==> src/hdl/exe_pkg.sv <==
// Shared types and constants for the branch execute stage, referenced by scoped names
package exe_pkg;

    // ------------------------------------------------------------------------
    // Widths and constants
    // ------------------------------------------------------------------------
    localparam int unsigned XLEN = 64;          // Operand and PC width

    typedef logic [XLEN-1:0] bus64_t;

    localparam bus64_t PC_STEP    = 64'd4;                    // Fall-through increment
    localparam bus64_t JUMP_ALIGN = 64'hFFFF_FFFF_FFFF_FFFE;  // Clears bit 0 of jump targets

    // ------------------------------------------------------------------------
    // Instruction and prediction
    // ------------------------------------------------------------------------
    typedef enum logic [3:0] {
        NOP,
        JAL,
        JALR,
        BEQ,
        BNE,
        BLT,
        BGE,
        BLTU,
        BGEU
    } instr_type_t;

    typedef struct packed {
        logic   is_taken;       // Predicted direction
        bus64_t pred_addr;      // Predicted target
    } bpred_t;

    // Instruction coming from register read
    typedef struct packed {
        logic        valid;
        bus64_t      pc;
        bus64_t      imm;
        bus64_t      data_rs1;
        bus64_t      data_rs2;
        logic [4:0]  rd;
        instr_type_t instr_type;
        bpred_t      bpred;
    } exe_branch_in_t;

    // Resolved outcome from the branch unit
    typedef struct packed {
        logic   taken;
        bus64_t target;
        bus64_t link;           // pc + 4
        logic   misaligned;
    } branch_res_t;

    // ------------------------------------------------------------------------
    // Exceptions, redirect and writeback
    // ------------------------------------------------------------------------
    typedef enum logic [3:0] {
        INSTR_ADDR_MISALIGNED = 4'h0,
        NO_EXCEPTION          = 4'hF
    } exception_cause_t;

    typedef struct packed {
        logic             valid;
        exception_cause_t cause;
        bus64_t           origin;   // Faulting target address
    } exception_t;

    typedef struct packed {
        logic   valid;
        bus64_t pc;
    } redirect_t;

    typedef struct packed {
        logic       valid;
        bus64_t     pc;
        logic [4:0] rd;
        bus64_t     result;         // Link value
        bus64_t     result_pc;      // Computed target
        logic       branch_taken;
        logic       mispredict;
        exception_t ex;
    } exe_wb_t;

endpackage

==> src/hdl/branch_unit.sv <==
// Combinational branch resolution: condition, target, link value and misalignment check
`timescale 1ns/1ps

module branch_unit (
    input  exe_pkg::exe_branch_in_t instr_i,    // Instruction from register read
    output exe_pkg::branch_res_t    res_o       // Resolved outcome
);

    exe_pkg::bus64_t rs1;
    exe_pkg::bus64_t rs2;

    logic equal;
    logic less;
    logic less_u;

    logic            taken;
    logic            is_cond;
    exe_pkg::bus64_t target;
    exe_pkg::bus64_t link;
    exe_pkg::bus64_t next_pc;

    assign rs1 = instr_i.data_rs1;
    assign rs2 = instr_i.data_rs2;

    // ------------------------------------------------------------------------
    // Comparisons
    // ------------------------------------------------------------------------
    assign equal  = (rs1 == rs2);
    assign less   = ($signed(rs1) < $signed(rs2));
    assign less_u = (rs1 < rs2);

    // ------------------------------------------------------------------------
    // Target selection
    // ------------------------------------------------------------------------
    always_comb begin
        case (instr_i.instr_type)
            exe_pkg::JAL: begin
                // PC relative, low bit forced to zero
                target = (instr_i.pc + instr_i.imm) & exe_pkg::JUMP_ALIGN;
            end
            exe_pkg::JALR: begin
                target = (rs1 + instr_i.imm) & exe_pkg::JUMP_ALIGN;  // Register relative
            end
            exe_pkg::BEQ,
            exe_pkg::BNE,
            exe_pkg::BLT,
            exe_pkg::BGE,
            exe_pkg::BLTU,
            exe_pkg::BGEU: begin
                target = instr_i.pc + instr_i.imm;
            end
            default: begin
                target = '0;
            end
        endcase
    end

    // ------------------------------------------------------------------------
    // Direction
    // ------------------------------------------------------------------------
    always_comb begin
        case (instr_i.instr_type)
            exe_pkg::JAL,
            exe_pkg::JALR: taken = 1'b1;      // Unconditional jumps
            exe_pkg::BEQ:  taken = equal;
            exe_pkg::BNE:  taken = ~equal;
            exe_pkg::BLT:  taken = less;
            exe_pkg::BGE:  taken = ~less;
            exe_pkg::BLTU: taken = less_u;
            exe_pkg::BGEU: taken = ~less_u;
            default:       taken = 1'b0;
        endcase
    end

    // Conditional branch types only
    assign is_cond = instr_i.instr_type inside {
        exe_pkg::BEQ, exe_pkg::BNE, exe_pkg::BLT,
        exe_pkg::BGE, exe_pkg::BLTU, exe_pkg::BGEU
    };

    // ------------------------------------------------------------------------
    // Link, next PC and alignment
    // ------------------------------------------------------------------------
    assign link    = instr_i.pc + exe_pkg::PC_STEP;
    assign next_pc = taken ? target : link;

    always_comb begin
        res_o.taken  = taken;
        res_o.target = target;
        res_o.link   = link;
        // JAL excluded, its target is checked at decode
        res_o.misaligned = (next_pc[1:0] != 2'b00) &&
                           ((instr_i.instr_type == exe_pkg::JALR) || (is_cond && taken));
    end

endmodule

==> src/hdl/bpred_check.sv <==
// Compares the resolved branch against the fetch prediction and forms the corrected PC
`timescale 1ns/1ps

module bpred_check (
    input  exe_pkg::exe_branch_in_t instr_i,
    input  exe_pkg::branch_res_t    res_i,
    output logic                    mispredict_o,
    output exe_pkg::redirect_t      redirect_o
);

    logic            is_branch;
    logic            dir_wrong;
    logic            tgt_wrong;
    exe_pkg::bus64_t next_pc;

    assign is_branch = instr_i.valid && (instr_i.instr_type != exe_pkg::NOP);

    // Wrong direction
    assign dir_wrong = (res_i.taken != instr_i.bpred.is_taken);

    // Both taken but to different places
    assign tgt_wrong = res_i.taken && instr_i.bpred.is_taken &&
                       (res_i.target != instr_i.bpred.pred_addr);

    assign mispredict_o = is_branch && (dir_wrong || tgt_wrong);

    // Corrected fetch address
    assign next_pc = res_i.taken ? res_i.target : res_i.link;

    always_comb begin
        redirect_o.valid = mispredict_o;
        redirect_o.pc    = next_pc;
    end

endmodule

==> src/hdl/branch_ctrl.sv <==
// Stage register for branch results: exception priority, redirect pulse and wrong-path squash
`timescale 1ns/1ps

module branch_ctrl (
    input  logic                    clk_i,
    input  logic                    rst_n_i,
    input  exe_pkg::exe_branch_in_t instr_i,
    input  exe_pkg::branch_res_t    res_i,
    input  logic                    mispredict_i,
    input  exe_pkg::redirect_t      redirect_i,     // Carries the next PC
    output exe_pkg::exe_wb_t        wb_o,
    output exe_pkg::redirect_t      redirect_o,
    output logic                    resolved_o,     // Stats strobe, same cycle as input
    output logic                    mispredict_o
);

    logic            flush_q;       // Squashing wrong-path instructions
    exe_pkg::bus64_t flush_pc_q;    // PC that ends the squash

    logic               is_branch;
    logic               drop;
    logic               accept;
    logic               ex_hit;
    logic               mispred_eff;
    exe_pkg::exe_wb_t   wb_d;
    exe_pkg::exe_wb_t   wb_q;
    exe_pkg::redirect_t redirect_q;

    // ------------------------------------------------------------------------
    // Acceptance and priority
    // ------------------------------------------------------------------------
    assign is_branch = instr_i.valid && (instr_i.instr_type != exe_pkg::NOP);
    assign drop      = flush_q && instr_i.valid && (instr_i.pc != flush_pc_q);
    assign accept    = is_branch && !drop;

    assign ex_hit      = accept && res_i.misaligned;
    assign mispred_eff = accept && mispredict_i && !res_i.misaligned;  // Exception wins

    always_comb begin
        wb_d = '0;                          // Idle record is all zero
        if (accept) begin
            wb_d.valid        = 1'b1;
            wb_d.pc           = instr_i.pc;
            wb_d.rd           = instr_i.rd;
            wb_d.result       = res_i.link;
            wb_d.result_pc    = res_i.target;
            wb_d.branch_taken = res_i.taken;
            wb_d.mispredict   = mispred_eff;
            wb_d.ex.valid     = ex_hit;
            wb_d.ex.cause     = ex_hit ? exe_pkg::INSTR_ADDR_MISALIGNED : exe_pkg::NO_EXCEPTION;
            wb_d.ex.origin    = ex_hit ? redirect_i.pc : '0;
        end
    end

    // ------------------------------------------------------------------------
    // Stage register and squash state
    // ------------------------------------------------------------------------
    always_ff @(posedge clk_i or negedge rst_n_i) begin
        if (!rst_n_i) begin
            wb_q       <= '0;
            redirect_q <= '0;
            flush_q    <= 1'b0;
            flush_pc_q <= '0;
        end else begin
            wb_q             <= wb_d;
            redirect_q.valid <= mispred_eff;
            redirect_q.pc    <= mispred_eff ? redirect_i.pc : '0;
            if (mispred_eff) begin
                flush_q    <= 1'b1;             // Start or restart the squash
                flush_pc_q <= redirect_i.pc;
            end else if (flush_q && instr_i.valid && !drop) begin
                flush_q <= 1'b0;                // Correct path has arrived
            end
        end
    end

    assign wb_o         = wb_q;
    assign redirect_o   = redirect_q;
    assign resolved_o   = accept;
    assign mispredict_o = mispred_eff;

endmodule

==> src/hdl/branch_stats.sv <==
// Saturating event counters for resolved branches and mispredictions
`timescale 1ns/1ps

module branch_stats #(
    parameter int unsigned CNT_W = 32
) (
    input  logic             clk_i,
    input  logic             rst_n_i,
    input  logic             resolved_i,
    input  logic             mispredict_i,
    output logic [CNT_W-1:0] branch_cnt_o,
    output logic [CNT_W-1:0] mispred_cnt_o
);

    logic [CNT_W-1:0] branch_cnt_q;
    logic [CNT_W-1:0] mispred_cnt_q;

    // ------------------------------------------------------------------------
    // Counters hold at all ones
    // ------------------------------------------------------------------------
    always_ff @(posedge clk_i or negedge rst_n_i) begin
        if (!rst_n_i) begin
            branch_cnt_q  <= '0;
            mispred_cnt_q <= '0;
        end else begin
            if (resolved_i && (branch_cnt_q != '1)) begin
                branch_cnt_q <= branch_cnt_q + 1'b1;
            end
            if (mispredict_i && (mispred_cnt_q != '1)) begin
                mispred_cnt_q <= mispred_cnt_q + 1'b1;
            end
        end
    end

    assign branch_cnt_o  = branch_cnt_q;
    assign mispred_cnt_o = mispred_cnt_q;

endmodule

==> src/hdl/branch_exe_top.sv <==
// Top level of the branch execute stage, connecting resolution, checking, control and stats
`timescale 1ns/1ps

module branch_exe_top #(
    parameter int unsigned CNT_W = 32   // Statistics counter width
) (
    input  logic                    clk_i,
    input  logic                    rst_n_i,
    input  exe_pkg::exe_branch_in_t instr_i,
    output exe_pkg::exe_wb_t        wb_o,
    output exe_pkg::redirect_t      redirect_o,
    output logic [CNT_W-1:0]        branch_cnt_o,
    output logic [CNT_W-1:0]        mispred_cnt_o
);

    exe_pkg::branch_res_t res;
    exe_pkg::redirect_t   redirect_comb;    // Unregistered corrected PC
    logic                 mispredict;
    logic                 resolved_ev;
    logic                 mispredict_ev;

    branch_unit u_branch_unit (
        .instr_i (instr_i),
        .res_o   (res)
    );

    bpred_check u_bpred_check (
        .instr_i      (instr_i),
        .res_i        (res),
        .mispredict_o (mispredict),
        .redirect_o   (redirect_comb)
    );

    branch_ctrl u_branch_ctrl (
        .clk_i        (clk_i),
        .rst_n_i      (rst_n_i),
        .instr_i      (instr_i),
        .res_i        (res),
        .mispredict_i (mispredict),
        .redirect_i   (redirect_comb),
        .wb_o         (wb_o),
        .redirect_o   (redirect_o),
        .resolved_o   (resolved_ev),
        .mispredict_o (mispredict_ev)
    );

    branch_stats #(
        .CNT_W (CNT_W)
    ) u_branch_stats (
        .clk_i         (clk_i),
        .rst_n_i       (rst_n_i),
        .resolved_i    (resolved_ev),
        .mispredict_i  (mispredict_ev),
        .branch_cnt_o  (branch_cnt_o),
        .mispred_cnt_o (mispred_cnt_o)
    );

endmodule

==> config.mk <==
export PLATFORM = sky130hd
export DESIGN_NAME = branch_exe_top
export DESIGN_NICKNAME = d
export VERILOG_FILES = /design/src/hdl/exe_pkg.sv /design/src/hdl/branch_unit.sv /design/src/hdl/bpred_check.sv /design/src/hdl/branch_ctrl.sv /design/src/hdl/branch_stats.sv /design/src/hdl/branch_exe_top.sv
export SDC_FILE = /design/constraint.sdc
export NUM_CORES = 1
export LEC_CHECK = 0
export ABC_AREA = 1
export BUFFER_PORTS_ARGS = -buffer_cell sky130_fd_sc_hd__buf_4
export CAP_MARGIN = 20
export CORE_AREA = 2 2 287 289
export DETAILED_ROUTE_END_ITERATION = 10
export DIE_AREA = 0 0 289 291
export GPL_TIMING_DRIVEN = 0
export HOLD_SLACK_MARGIN = 0.05
export PLACE_DENSITY = 0.71
export SYNTH_ARGS = -nofsm -noshare
export SYNTH_HDL_FRONTEND = slang
export SYNTH_HIERARCHICAL = 1
export SYNTH_SLANG_ARGS = --single-unit
==> constraint.sdc <==
create_clock -name clk_i -period 3.18 [get_ports clk_i]
set_clock_uncertainty 0.1 [all_clocks]
set_input_delay 0.477 -clock clk_i [delete_from_list [all_inputs] [get_ports clk_i]]
set_output_delay 0.477 -clock clk_i [all_outputs]
set_load 0.02 [all_outputs]
==> results.cfg <==
[status]
status = complete, but fails checks
violations = negative setup slack

[power_and_ir_drop]
power.leakage_uw = 0.02473
p_seq_share_pct = 33.8
switching_power_uw = 8154
intPower_uw = 12940
comb_power_share_pct = 37.7
p_sw_share_pct = 38.65
power.density_nw_per_um2 = 452.3
clkPwrFrac_pct = 28.5
vdd.ir_drop.worst_mv = 0.4088

[placement]
hpwl_um = 129800
port_buffers = 730
gp_congestion = 1.007
post_dp_cell_area_um2 = 40540
pre_cts_ws_ns = -3.324

[cells_and_area]
multi_input_area_um2 = 21360
area_growth_pct = 39.46
stdcell_area_um2 = 46640
fin_nets = 6477
final.fill_count = 7722
layout-drive-gt1-share_pct = 28.54
regArea_um2 = 11510

[floorplanning]
die_w_um = 289
fp.dieH_um = 291
start_util_pct = 41.19
core_area_um2 = 81190
die-area_um2 = 84100
pin_count = 731
rows = 105

[timing]
drv_slew = 0
maxSlewHeadroom_pct = 30.73
fin_ws_ns = -1.209
setup_violations = 229
rsz0062_at_grt = yes
period_needed_ns = 4.389
whs_ns = 0.06127
worst_pin_slew_ns = 1.039
hold_viol = 0
fmax_ghz = 0.2278
fin_crit_sh_pct = 138.0

[synth]
synth_area_per_cell_um2 = 6.633
syn-num-nets = 5570
ys_warn_count = 6
syn_inst = 5042
syn-cell-area_um2 = 33450

[critical_path]
r2r_start = u_branch_ctrl/flush_pc_q[49]$_DFFE_PN0P_
cp_slowest_stage_delay_ns = 0.53
critical_path_required_ns = 3.57
crit_end = u_branch_stats/mispred_cnt_o[24]$_DFFE_PN0P_
crit_type = input pin to register
cp_data_arrival_time_ns = 4.78
crit_start = instr_i[230]
cpMostUsedCell = nand2_1
crit_fanout = 6
crit_path_start_kind = input pin
r2r_cells = 12
r2r_slack_ns = -0.04
critPathCaptureType = register
crit_slowest_cell = o21ai_0
reg2reg_to = u_branch_ctrl/wb_o[111]$_DFF_PN0_

[routing]
viasPerCell = 5.364
drc_errors = 0
drt-wirelength-per-cell_um = 22.56
first_pass_iters = 6
drt_iter0_markers = 3547
vias = 37931
routed_wl_um = 159500
ant_nets = 0

[global_route]
use_met3_pct = 5.509
grt-busiest-layer = met2
grt_antenna_before_repair = 22
grt_pass1_vias = 35996
grt_pass1_wl_um = 225600
grt-ovfl-total = 0
grt_util_met2_pct = 59.89
grt_use_total_pct = 36.33
use_met1_pct = 45.62
grt_max_degree = 119

[run]
drv_cap = 0

[clocking]
cts.sinks = 460
clockBufferDepth = 3
path_clk_slew_ns = 0.06
cts_root_buf = clkbuf_16
cts_made_buffers = 48
cts_tree = built
insertion_delay_ns = 0.61
h-tree-depth = 2

[worst_hold_path]
hp-class = input pin to register
-- worst min path at each step --
| stage | start | end | slack (ns) | cells after the start |
|---|---|---|---|---|
| 6_report | instr_i[300] | u_branch_ctrl/wb_o[238]$_DFF_PN0_ | 0.06 | 3 |
| 3_5_place_dp | rst_n_i | u_branch_ctrl/wb_o[199]$_DFF_PN0_ | 0.26 | 1 |
| 3_3_place_gp | u_branch_ctrl/flush_pc_q[27]$_DFFE_PN0P_ | u_branch_ctrl/flush_pc_q[27]$_DFFE_PN0P_ | 0.38 | 2 |
| 4_1_cts | instr_i[329] | u_branch_ctrl/wb_o[267]$_DFF_PN0_ | 0.05 | 3 |
| 5_1_grt | instr_i[300] | u_branch_ctrl/wb_o[238]$_DFF_PN0_ | 0.06 | 3 |
| 2_1_floorplan | rst_n_i | u_branch_ctrl/flush_pc_q[0]$_DFFE_PN0P_ | 0.08 | 0 |
-- power by group through the flow --
| stage | clock [uW] | combinational, uW | sequential [uW] |
|---|---|---|---|
| final | 6010 | 7950 | 7130 |
| after global routing | 6320 | 8570 | 7200 |
| after CTS | 6090 | 7330 | 7120 |
| after detailed placement | 0 | 6750 | 7210 |
| after global placement | 0 | 6650 | 7190 |
| after floorplan | 0 | 3520 | 7510 |
-- cells in the final DEF, fill, tap and decap left out, drive strengths merged, types with 23 or more instances in the layout --
master,instances
inv,946
o21ai,203
a31oi,23
or2,27
nand3b,24
nand3,179
xor2,69
buf,900
xnor2,49
clkbuf,103
nor3,55
o21bai,25
ha,193
nor2,828
dfrtp,460
a21oi,303
nand2,1328
nand4,109
a21o,29
-- through the flow --
stage	setup TNS (ns)	instances	total power (uW)	utilization, %
floorplan	-79.15	5042	11040	-
global placement	-2164.16	6842	13840	49.78
detailed placement	-669.95	6847	13960	49.93
CTS	-134.62	7003	20540	55.19
global route	-189.85	7071	22090	57.45
finish	-174.94	7071	21090	57.45
-- state kept, by name, indices dropped and copies added, names as in the netlist --
| signal | cells |
|---|---|
| u_branch_stats/branch_cnt_o | 32 |
| u_branch_ctrl/redirect_o | 65 |
| u_branch_ctrl/flush_pc_q | 64 |
| u_branch_stats/mispred_cnt_o | 32 |
| u_branch_ctrl/flush_q | 1 |
| u_branch_ctrl/wb_o | 266 |
-- routing by layer --
layer | wire, um | vias up
li1 | - | 17576
met1 | 62060 | 18126
met2 | 74810 | 1802
met3 | 12660 | 419
met4 | 9938 | 8
met5 | 52 | -
-- final cells by class --
class | count | area share (%)
plain buffers | 94 | 1.223
inverters | 941 | 7.637
clock buffers | 66 | 2.959
flip-flops and latches | 460 | 24.68
repair buffers | 857 | 14.16
diodes | 17 | 0.09121
well taps | 1070 | 2.870
clock inverters | 19 | 0.5875
multi-input cells | 3547 | 45.79
-- timing repair --
action                                  4_1_cts  5_1_grt
endpoints found under the setup margin      244      281
cloned                                        0        1
pin swaps                                   109      121
hold buffers                                 11        2
gates resized for setup                     506      364
buffers inserted                             60       48
hold endpoints to repair                     60        2
-- worst max-delay path: cells and delay by family --
family / cells / cell delay (ns)
AO/OA/AOI/OAI: 8 / 1.40
XOR/XNOR: 1 / 0.14
adder cells (fa/ha/maj): 1 / 0.31
AND/OR/NAND/NOR: 17 / 1.67
buffers and inverters: 7 / 0.76
Note: power is estimated with default switching activity, not from simulation.
